[src/isa_pkg.sv]
`default_nettype none

package isa_pkg;

   localparam int NUM_REGS   = 16;
   localparam int REG_ADDR_W = 4;

   // Opcodes 0xC to 0xE are unused and decode as no-ops
   typedef enum logic [3:0] {
      OP_ADD = 4'h0,
      OP_SUB = 4'h1,
      OP_AND = 4'h2,
      OP_NOR = 4'h3,
      OP_SLL = 4'h4,
      OP_SRL = 4'h5,
      OP_SRA = 4'h6,
      OP_LW  = 4'h7,
      OP_SW  = 4'h8,
      OP_LHB = 4'h9,
      OP_LLB = 4'hA,
      OP_B   = 4'hB,
      OP_HLT = 4'hF
   } opcode_e;

   typedef enum logic [2:0] {
      COND_NE  = 3'd0,
      COND_EQ  = 3'd1,
      COND_GT  = 3'd2,
      COND_LT  = 3'd3,
      COND_GE  = 3'd4,
      COND_LE  = 3'd5,
      COND_OVF = 3'd6,
      COND_UNC = 3'd7
   } cond_e;

   ////////////////////
   // Instruction layouts
   ////////////////////
   typedef struct packed {
      opcode_e                 op;
      logic [REG_ADDR_W-1:0]   rd;
      logic [REG_ADDR_W-1:0]   rs;
      logic [REG_ADDR_W-1:0]   rt;
   } r_form_t;

   typedef struct packed {
      opcode_e                 op;
      logic [REG_ADDR_W-1:0]   rd;
      logic [REG_ADDR_W-1:0]   rs;
      logic [3:0]              imm4;
   } i_form_t;

   typedef struct packed {
      opcode_e                 op;
      logic [REG_ADDR_W-1:0]   rd;
      logic [7:0]              imm8;
   } l_form_t;

   typedef struct packed {
      opcode_e                 op;
      cond_e                   cond;
      logic [8:0]              off9;
   } b_form_t;

   typedef union packed {
      r_form_t r;
      i_form_t i;
      l_form_t l;
      b_form_t b;
   } instr_t;

   typedef struct packed {
      logic n;
      logic z;
      logic v;
   } flags_t;

endpackage

`default_nettype wire

[src/pipe_pkg.sv]
`default_nettype none

package pipe_pkg;

   // Both memories are word addressed, upper address bits are dropped
   localparam int IMEM_WORDS  = 256;
   localparam int DMEM_WORDS  = 256;
   localparam int IMEM_ADDR_W = $clog2(IMEM_WORDS);
   localparam int DMEM_ADDR_W = $clog2(DMEM_WORDS);

   typedef struct packed {
      logic             valid;
      logic [15:0]      pc;
      isa_pkg::instr_t  instr;
   } fetch_t;

   typedef struct packed {
      logic                             valid;
      isa_pkg::opcode_e                 op;
      isa_pkg::cond_e                   cond;
      logic [isa_pkg::REG_ADDR_W-1:0]   rd;
      logic [15:0]                      pc;
      logic [15:0]                      a;
      logic [15:0]                      b;
      logic [15:0]                      imm;
      logic                             writes_reg;
      logic                             mem_read;
      logic                             mem_write;
      logic                             halt;
   } decoded_t;

   typedef struct packed {
      logic                             valid;
      logic [isa_pkg::REG_ADDR_W-1:0]   rd;
      logic [15:0]                      alu_value;
      logic [15:0]                      addr;
      logic [15:0]                      store_data;
      logic                             writes_reg;
      logic                             mem_read;
      logic                             mem_write;
      logic                             halt;
   } exec_t;

   // A result that decode may pick up instead of the register file
   typedef struct packed {
      logic                             valid;
      logic [isa_pkg::REG_ADDR_W-1:0]   rd;
      logic [15:0]                      value;
   } fwd_t;

   typedef struct packed {
      logic         we;
      logic [15:0]  addr;
      logic [15:0]  data;
   } imem_load_t;

   typedef logic [isa_pkg::NUM_REGS-1:0][15:0] regs_t;

endpackage

`default_nettype wire

[src/register_file.sv]
`timescale 1ns/100ps
`default_nettype none

module register_file (
   input  logic                             clk,
   input  logic                             rst_n,
   input  logic [isa_pkg::REG_ADDR_W-1:0]   rs_addr,
   input  logic [isa_pkg::REG_ADDR_W-1:0]   rt_addr,
   output logic [15:0]                      rs_data,
   output logic [15:0]                      rt_data,
   input  pipe_pkg::fwd_t                   wb,
   output pipe_pkg::regs_t                  regs
);

   import isa_pkg::*;

   // Same-cycle writes are covered by forwarding in decode
   assign rs_data = regs[rs_addr];
   assign rt_data = regs[rt_addr];

   always_ff @(posedge clk or negedge rst_n) begin
      if (!rst_n) begin
         for (int i = 0; i < NUM_REGS; i++) begin
            regs[i] <= '0;
         end
      end else if (wb.valid) begin
         regs[wb.rd] <= wb.value;
      end
   end

endmodule

`default_nettype wire

[config.mk]
export PLATFORM = sky130hd
export DESIGN_NAME = register_file
export DESIGN_NICKNAME = d
export VERILOG_FILES = /design/src/isa_pkg.sv /design/src/pipe_pkg.sv /design/src/register_file.sv
export SDC_FILE = /design/constraint.sdc
export NUM_CORES = 1
export LEC_CHECK = 0
export BUFFER_PORTS_ARGS = -buffer_cell sky130_fd_sc_hd__buf_2
export CORE_ASPECT_RATIO = 0.75
export CORE_MARGIN = 4
export CORE_UTILIZATION = 29
export CTS_BUF_LIST = sky130_fd_sc_hd__clkbuf_8
export DETAILED_ROUTE_END_ITERATION = 16
export PLACE_DENSITY = 0.45
export SLEW_MARGIN = 20
export SYNTH_ARGS = -nofsm -noshare
export SYNTH_HDL_FRONTEND = slang
export SYNTH_SLANG_ARGS = --single-unit
[constraint.sdc]
create_clock -name clk -period 4.6 [get_ports clk]
set_input_delay 0.46 -clock clk [delete_from_list [all_inputs] [get_ports clk]]
set_output_delay 0.46 -clock clk [all_outputs]
set_load 0.03 [all_outputs]
* After elaboration in Yosys (flattened, before gate mapping)
Cells that the tools add are included.
** Word-level totals
- Word-level logic and storage cells :: 28
- Bits of input ports :: 31
- Register bits after elaboration :: 256
** Operators by class
- Magnitude comparators :: 4
- Reductions and logical operators :: 1
- Muxes and demuxes :: 7
** Operator list (count)
- bitwise mux 256 bit :: 1
- binary-select mux 16 bit (select 4 bit) :: 2
- demux 16 bit (select 4 bit) :: 1
- 2-to-1 mux 16 bit :: 3
- < comparator 4 x 5 -> 1 bit, second input constant :: 3
- greater-or-equal comparator 4 x 1 -> 1 bit, second input constant :: 1
- logical AND 1 bit :: 1

* Depth between registers and ports, before layout
Gate-level depths: netlist (run 1).
- Depth after elaboration :: 5
- Gate-level depth with buffers :: 6
- Gate-level depth less buffers :: 3

* Worst setup path after synthesis (run 1)
Ideal clock, no wire load.
- Path type :: in2out
- From :: input port rs_addr[0] (netlist name)
- To :: output port rs_data[10]
- Setup slack :: 2.254 ns
- Stages :: 5
- Arrival time :: 1.886 ns
- Cell sequence :: buf_2 -> buf_2 -> mux4_2 -> a22oi_1 -> nand2_1
** Between the ends
- Word-level cells in the longest chain between the ends :: 2
** Ends and longest elaborated chain
- start, declared :: line register_file.sv:7 : input logic [isa_pkg::REG_ADDR_W-1:0] rs_addr,
- binary-select mux 16 bit (select 4 bit) :: line register_file.sv:18 : assign rs_data = regs[rs_addr];
- 2-to-1 mux 16 bit (implied by the code) :: line register_file.sv:18
- end, declared :: line register_file.sv:9 : output logic [15:0] rs_data,
Every way passes these cells. The select of a mux whose other input is x is not followed.

* Final worst setup path (run 1)
- From :: input port rt_addr[0] (netlist name)
- To :: output port rt_data[8]
** Between the ends
- Word-level cells in the longest chain between the ends :: 2
** Ends and longest elaborated chain
- start, declared :: line register_file.sv:8 : input logic [isa_pkg::REG_ADDR_W-1:0] rt_addr,
- binary-select mux 16 bit (select 4 bit) :: line register_file.sv:19 : assign rt_data = regs[rt_addr];
- 2-to-1 mux 16 bit (implied by the code) :: line register_file.sv:19
- end, declared :: line register_file.sv:10 : output logic [15:0] rt_data,
Every way passes these cells. The select of a mux whose other input is x is not followed.

==> results of run 1 <==
## final timing paths
check	startpoint	endpoint	slack, ns	depth (start not counted)
max	rt_addr[0]	rt_data[8]	1.49	6
min	wb[12]	regs[156]	0.40	2
max reg2reg	regs[179]	regs[179]	3.75	1
min reg2reg	regs[49]	regs[49]	0.55	1
max in group asynchronous	rst_n	regs[75]	2.98	3
min in group asynchronous	rst_n	regs[33]	0.49	2
## area by class of cell
cell class | instances | area share [%]
diodes | 2 | 0.02982
clock buffers | 63 | 5.166
clock inverters | 22 | 0.8722
multi-input cells | 513 | 39.75
flip-flops and latches | 256 | 38.17
well taps | 595 | 4.435
repair buffers | 356 | 11.58
## cell families (layout without fill, tap and decap cells)
logic type      count (synthesis)  in the layout  synth area share (%)
compound gates                 64             64                 3.570
buf+inv                        80            441                 2.966
flops                         256            256                 47.60
mux                           384            384                 43.12
other cells                     0              2                     0
simple gates                   65             65                 2.743
## through the flow
stage	setup slack (ns)	area (sq um)	hold slack, ns
6_report	1.491	16780	0.3995
5_1_grt	1.334	16780	0.3863
4_1_cts	1.489	16760	0.3427
3_5_place_dp	1.503	15740	0.5387
3_3_place_gp	1.465	15730	0.5321
2_1_floorplan	2.254	13460	0.1644
## cells in the final DEF (no fill, tap or decap), drive strengths merged
master | netlist | final
nand2 | 34 | 34
a22oi | 64 | 64
mux2 | 256 | 256
nand2b | 3 | 3
or3 | 2 | 2
and2 | 2 | 2
nor2b | 4 | 4
clkinvlp | 0 | 1
clkinv | 0 | 6
dlygate4sd3 | 0 | 1
mux4 | 128 | 128
buf | 38 | 355
nor4 | 1 | 1
inv | 0 | 13
nor2 | 8 | 8
nand3b | 2 | 2
bufinv | 0 | 2
nor3 | 6 | 6
clkbuf | 42 | 63
dfrtp | 256 | 256
diode | 0 | 2
or4 | 1 | 1
nand3 | 2 | 2
## critical path, delay by kind of cell
| kind | cells | cell delay [ns] |
|---|---|---|
| buf+inv | 3 | 0.98 |
| compound gates | 1 | 0.50 |
| simple gates | 1 | 0.11 |
| mux | 1 | 0.52 |
## report_power, final
group	internal, W	switching (W)	total (W)
combinational	0.00134	0.00215	0.00349
clock	0.00133	0.00101	0.00234
sequential	0.00278	0.000639	0.00342
## routing by layer
metal  up-vias  wire length, um  GRT usage, %
met5         -                0             0
met4         0              864         4.099
met3        56             4813         7.737
met2       346            22860         29.87
met1      5258            24480         30.24
li1       4023                -             -
## cells in the mapped netlist
library cell,number
or3_1,2
clkbuf_1,42
buf_12,1
buf_6,5
nand3b_1,2
nand2b_1,1
nor3_2,6
nor4_4,1
mux2_4,10
a22oi_1,64
mux4_2,128
mux2_2,246
nand2_1,34
buf_2,27
nand3_1,2
buf_4,3
nor2b_1,4
or4_4,1
and2_1,2
nand2b_4,2
buf_1,2
nor2_2,4
nor2_1,4
dfrtp_1,256
## repair_timing
action | in CTS | in global routing
hold endpoints to repair | 42 | 0
hold buffers | 1 | 0
setup endpoints to repair | 0 | 0
==> impl_metrics.yaml, run 1 <==
run_status:
  status: "complete, no violations"
sta:
  grt_setup_unrepaired: "false"
  period_needed_ns: 3.109
  final-hold-violation-count: 0
  max_freq_mhz: 321.7
  worst_slew_pin_slew_ns: 0.9713
  finalSetupViolations: 0
  fin_crit_sh_pct: 67.58
  slew_violations: 0
  maxSlewHeadroom_pct: 35.25
  setup_tns_ns: 0
  skew_ns: 0
final_layout:
  regArea_sq_mm: 0.006406
  fillCellCount: 4509
  nets: 1204
  reg_top3: "regs: 256 flops"
  fin_util_pct: 36.53
  largest_reg_flops: 256
  largest_register: "regs"
  drive_gt1_share_pct: 68.43
  synthToLayoutAreaGrowth_pct: 24.72
  fin_cells: 1807
  multiInputGateArea_sq_mm: 0.006671
worst_setup_path:
  critPathMaxStageDelay_ns: 0.52
  worstSetupPathType: "in -> out"
  end_kind: "output port"
  arrival_ns: 2.65
  path_cells: "buf_4 > buf_12 > mux4_2 > a22oi_1 > nand2_1 > buf_2"
  critPathMaxFanout: 28
  crit_path_top_delay_cell: "mux4_2"
  cp.required_ns: 4.14
  start_kind: "input port"
route:
  drc: 0
  wl_per_cell_um: 29.34
  ant_nets: 0
  finalWirelength_um: 53020
  vias_per_cell: 5.359
  vias: 9683
  drt-pass1-iter-count: 5
  drt_iter0_markers: 649
placement:
  dp_hpwl_um: 37410
  dp_cells: 1718
  routabilityCongestion: 0.7876
  io_buffers: 318
global_route:
  grt_pass1_wl_um: 76640
  antenna_found_initial: 0
  grt_overflow: 0
  grt_max_degree: 104
  track_usage_pct: 20.78
  grt_pass1_vias: 9906
clock_network:
  cts_sinks: 256
  htree_num_levels: 2
  clk_pin_slew_worst_paths_ns: 0.07
  post_cts_buffers: 0
  cts-root-buf: "clkbuf_8"
  numCtsBuffers: 46
  ctsResizeCount: 0
  cts.path.max_buffers: 3
  clock_latency_ns: 0.58
  cts_tree: "done"
synthesis:
  yosys_warnings: 0
  yosysTopAreaCell: "dfrtp_1"
  netlist_instances: 849
  netlist.area_leader.share_pct: 47.60
  syn_area_sq_mm: 0.01346
  syn_nets: 880
  yosysSeqAreaShare_pct: 47.60
  postSynthAreaPerCell_sq_um: 15.85
  yosysUniqueCellTypes: 24
  synthTopCellsByArea: "dfrtp_1 (48%), mux4_2 (21%), mux2_2 (21%), a22oi_1 (3.6%), clkbuf_1 (1.2%)"
  synth-seq-cells: 256
die:
  coreArea_sq_mm: 0.04594
  ios: 319
  dieArea_sq_mm: 0.04995
  initial_core_util_pct: 29.29
  fp.dieW_um: 256.7
  num_rows: 68
  die_h_um: 194.6
worst_hold_path:
  hold_path_class: "in -> reg"
job:
  max_cap_viol_count: 0
power:
  p_leak_nw: 7.578
  finalPower_w: 0.009250
  power_per_cell_area_mw_per_mm2: 551.1
  ir_drop_mv: 0.1888
Note: power is estimated with default switching activity, not from simulation.
==> inputs of run 2 (changes only) <==
- PLACE_DENSITY: 0.45 -> 0.47
- clock period: 4.6 -> 2.7 ns (I/O delays scaled with it)
==> impl_metrics.yaml, run 2 (synthesis gave the netlist of run 1 again) <==
run_status:
  status: "complete, no violations"
sta:
  final-hold-violation-count: 0
  slew_violations: 0
  finalSetupViolations: 0
  setup_tns_ns: 0
  skew_ns: 0
  max_freq_mhz: 390.6
  maxSlewHeadroom_pct: 27.49
  fin_hold_ws_ns: 0.2068
  period_needed_ns: 2.560
  fin_crit_sh_pct: 94.83
  worst_slew_pin_slew_ns: 1.088
  grt_setup_unrepaired: "false"
global_route:
  grt_pass1_wl_um: 79150
  use_met1_pct: 30.97
  grt_pass1_vias: 10180
  antenna_found_initial: 2
  grt_max_degree: 74
  track_usage_pct: 21.70
  use_met2_pct: 30.48
  grt_busiest_layer: "met1"
  groute.layer.met3.usage_pct: 9.470
  grt_overflow: 0
final_layout:
  drive_gt1_share_pct: 68.61
  final_cell_mix: "buf_2 (313), dfrtp_1 (256), mux2_2 (246)"
  reg_top3: "regs: 256 flops"
  synthToLayoutAreaGrowth_pct: 25.69
  mostFrequentLayoutCell: "buf_2"
  fin_cells: 1818
  nets: 1221
  largest_register: "regs"
  largest_reg_flops: 256
  fin_util_pct: 36.82
clock_network:
  cts_tree: "done"
  hold_buffers: 1
  post_cts_buffers: 0
  numCtsBuffers: 47
  htree_num_levels: 2
  cts.path.max_buffers: 3
  clock_latency_ns: 0.57
  cts-root-buf: "clkbuf_8"
  clk_pin_slew_worst_paths_ns: 0.07
  cts_sinks: 256
  ctsResizeCount: 0
die:
  coreArea_sq_mm: 0.04594
  dieArea_sq_mm: 0.04995
  ios: 319
  fp.dieW_um: 256.7
  die_h_um: 194.6
  initial_core_util_pct: 29.29
  num_rows: 68
worst_hold_path:
  hold_path_class: "in -> reg"
  worstHoldStart: "wb[12]"
  hold_depth: 2
  min_to: "regs[172]"
power:
  swShare_pct: 41.97
  p_leak_nw: 7.644
  comb_power_share_pct: 38.8
  finalPower_w: 0.01557
  ir_drop_mv: 0.2765
  p_switching_w: 0.006533
  p_seq_share_pct: 37.6
  clkPwrFrac_pct: 23.6
  p_int_w: 0.009035
  power_per_cell_area_mw_per_mm2: 920.4
route:
  drt-pass1-iter-count: 5
  drt_iter0_markers: 811
  wl_per_cell_um: 30.36
  finalWirelength_um: 55200
  ant_nets: 0
  drc: 0
  vias_per_cell: 5.428
  vias: 9868
worst_setup_path:
  r2r-end: "regs[5]"
  arrival_ns: 2.29
  critPathMaxFanout: 4
  end_kind: "output port"
  cp.required_ns: 2.43
  reg2reg_from: "regs[5]"
  start_kind: "register"
  r2r_slack_ns: 1.83
  reg2regPathDepth: 1
  worstSetupPathType: "reg -> out"
placement:
  dp_hpwl_um: 39800
  io_buffers: 318
  routabilityCongestion: 0.7913
  dp_cells: 1735
job:
  max_cap_viol_count: 0
[run 2: cell types whose count changed in the layout (fill, tap and decap cells not counted), sizes merged]
| cell | before | now |
|---|---|---|
| buf | 355 | 371 |
| clkinv | 6 | 4 |
| inv | 13 | 14 |
| diode | 2 | 3 |
| clkbuf | 63 | 60 |
| bufinv | 2 | 0 |
[run 2: area by class of cell]
class	instances	area (sq um)
Multi-Input combinational cell	513	6664
Sequential cell	256	6406
Clock buffer	60	825.8
Tap cell	595	744.5
Clock inverter	19	85.08
Fill cell	4471	29030
Timing Repair Buffer	372	2182
Antenna cell	3	7.507
[run 2: worst max-delay path, stage by stage, from the launching register on]
cell     delay [ns]
dfrtp_1        0.45
mux4_2         0.49
a22oi_1        0.46
nand2_1        0.11
buf_2          0.19
[run 2: power by group through the flow]
stage               Combinational, W  Clock (W)  Sequential [W]
floorplan                    0.00228          0         0.00728
detailed placement           0.00606          0         0.00590
CTS                          0.00608    0.00380         0.00584
global route                 0.00636    0.00395         0.00600
finish                       0.00604    0.00367         0.00585
global placement             0.00605          0         0.00587
[run 2: how the worst max path moves through the flow]
| stage | slack, ns | endpoint | startpoint |
|---|---|---|---|
| 5_1_grt | 0.03 | rs_data[9] | regs[41] |
| 4_1_cts | 0.15 | rt_data[0] | regs[176] |
| 6_report | 0.14 | rs_data[10] | regs[58] |
| 3_5_place_dp | 0.33 | rt_data[6] | rt_addr[0] |
| 3_3_place_gp | 0.32 | rt_data[6] | rt_addr[0] |
| 2_1_floorplan | 0.73 | rs_data[10] | rs_addr[0] |
[run 2: stage by stage]
step,setup slack [ns],cell area (sq um)
finish,0.1396,16920
global route,0.03368,16910
CTS,0.1517,16910
detailed placement,0.3296,15990
global placement,0.3184,15990
floorplan,0.7344,13460
[run 2: per-layer routing]
metal	up-vias	share of wire [%]	wire length, um
li1	4040	-	-
met1	5320	45	24790
met2	424	42	23160
met3	82	11	5984
met4	2	2.3	1253
met5	-	0.022	12
==> inputs of run 3 (changes only) <==
- CELL_PAD_IN_SITES_DETAIL_PLACEMENT: unset -> 1
- CELL_PAD_IN_SITES_GLOBAL_PLACEMENT: unset -> 2
- PLACE_DENSITY: 0.47 -> 0.64
==> impl_metrics.yaml, run 3 (synthesis gave the netlist of run 1 again) <==
power:
  p_leak_nw: 7.776
  clkPwrFrac_pct: 24.5
  p_int_w: 0.009190
  comb_power_share_pct: 38.4
  power_per_cell_area_mw_per_mm2: 915.1
  ir_drop_mv: 0.3049
  p_seq_share_pct: 37.2
  swShare_pct: 41.48
  p_switching_w: 0.006515
  finalPower_w: 0.01571
final_layout:
  reg_top3: "regs: 256 flops"
  drive_gt1_share_pct: 69.68
  synthToLayoutAreaGrowth_pct: 27.52
  mostFrequentLayoutCell: "buf_2"
  nets: 1232
  fillCellCount: 4800
  final_cell_mix: "buf_2 (313), dfrtp_1 (256), mux2_2 (246)"
  largest_reg_flops: 256
  largest_register: "regs"
die:
  num_rows: 68
  coreArea_sq_mm: 0.04594
  initial_core_util_pct: 29.29
  die_h_um: 194.6
  ios: 319
  dieArea_sq_mm: 0.04995
  fp.dieW_um: 256.7
sta:
  maxSlewHeadroom_pct: 33.69
  finalSetupViolations: 0
  skew_ns: 0
  slew_violations: 0
  grt_setup_unrepaired: "false"
  period_needed_ns: 2.673
  worst_slew_pin_slew_ns: 0.9947
  setup_tns_ns: 0
  max_freq_mhz: 374.1
  fin_crit_sh_pct: 99.00
  final-hold-violation-count: 0
  fin_ws_ns: 0.02705
clock_network:
  htree_num_levels: 2
  cts_sinks: 256
  clock_latency_ns: 0.60
  cts.path.max_buffers: 3
  cts_tree: "done"
  clk_pin_slew_worst_paths_ns: 0.06
  cts-root-buf: "clkbuf_8"
  post_cts_buffers: 0
  numCtsBuffers: 47
route:
  wl_per_cell_um: 29.48
  drc: 0
  vias_per_cell: 5.324
  drt-pass1-iter-count: 5
  vias: 9765
  drt_iter0_markers: 597
  ant_nets: 0
  finalWirelength_um: 54060
global_route:
  antenna_found_initial: 2
  groute.layer.met3.usage_pct: 6.409
  grt_pass1_wl_um: 78650
  use_met1_pct: 31.29
  grt_busiest_layer: "met1"
  use_met2_pct: 30.88
  grt_max_degree: 88
  grt_pass1_vias: 10500
  track_usage_pct: 21.34
  grt_overflow: 0
placement:
  io_buffers: 318
  routabilityCongestion: 0.8227
  dp_hpwl_um: 39400
  place_worst_setup_slack_ns: 0.4062
worst_setup_path:
  start_kind: "register"
  end_kind: "output port"
  arrival_ns: 2.40
  worstSetupPathType: "reg -> out"
  cp.required_ns: 2.43
  r2r_slack_ns: 1.83
  critPathMaxFanout: 4
run_status:
  status: "complete, no violations"
worst_hold_path:
  hold_path_class: "in -> reg"
job:
  max_cap_viol_count: 0
==> run 3: changes by cell type in the layout (fill, tap and decap cells not counted), moves of 5 or more <==
cell,delta
buf_4,+7
nor3_2,-5
clkinv_2,+5
nor3_4,+5
==> run 3: timing repair <==
item,CTS,global route
setup endpoints to repair,0,3
hold buffers,1,0
gates resized for setup,0,3
endpoints found under the hold margin,79,0
==> run 3: critical path, stage by stage (launching register included) <==
cell	delay, ns
dfrtp_1	0.46
mux4_2	0.48
a22oi_1	0.45
nand2_1	0.20
buf_2	0.23
==> run 3: per-stage QoR <==
stage                     hold WS (ns)  area [sq um]  instances  util (%)
after CTS                       0.1468         17140       1832     37.31
after floorplan               -0.02559         13460        849         -
after global placement          0.3688         16160       1746     35.17
after global routing            0.1915         17160       1834     37.35
after detailed placement        0.3689         16160       1746     35.17
final                           0.1934         17160       1834     37.35
==> run 3: cell type report <==
type | count | area [sq um] | share of cell area, %
sequential | 256 | 6406 | 37.33
tap | 595 | 744.5 | 4.338
multi-input combinational | 513 | 6720 | 39.16
timing repair buffer | 383 | 2315 | 13.49
clock inverter | 21 | 90.09 | 0.5249
antenna | 2 | 5.005 | 0.02916
clock buffer | 64 | 880.8 | 5.133
==> run 3: final timing paths <==
check                           from          to  cells past startpoint
setup / recovery           regs[133]  rt_data[5]                      4
hold / removal                 wb[0]    regs[64]                      2
setup reg to reg           regs[133]   regs[133]                      1
hold reg to reg            regs[235]   regs[235]                      1
max in group asynchronous      rst_n   regs[181]                      3
min in group asynchronous      rst_n   regs[112]                      2
==> run 3: routing by layer <==
metal	vias up	part of all wire, %	wire length [um]
li1	4058	-	-
met1	5311	48	25800
met5	-	0	0
met4	0	2.2	1200
met3	66	7.0	3805
met2	330	43	23260
==> run 3: power by group through the flow <==
stage          Sequential (W)  Combinational [W]  Clock (W)
2_1_floorplan         0.00728            0.00228          0
3_3_place_gp          0.00586            0.00599          0
3_5_place_dp          0.00590            0.00604          0
4_1_cts               0.00584            0.00606    0.00399
5_1_grt               0.00598            0.00632    0.00415
6_report              0.00584            0.00603    0.00384
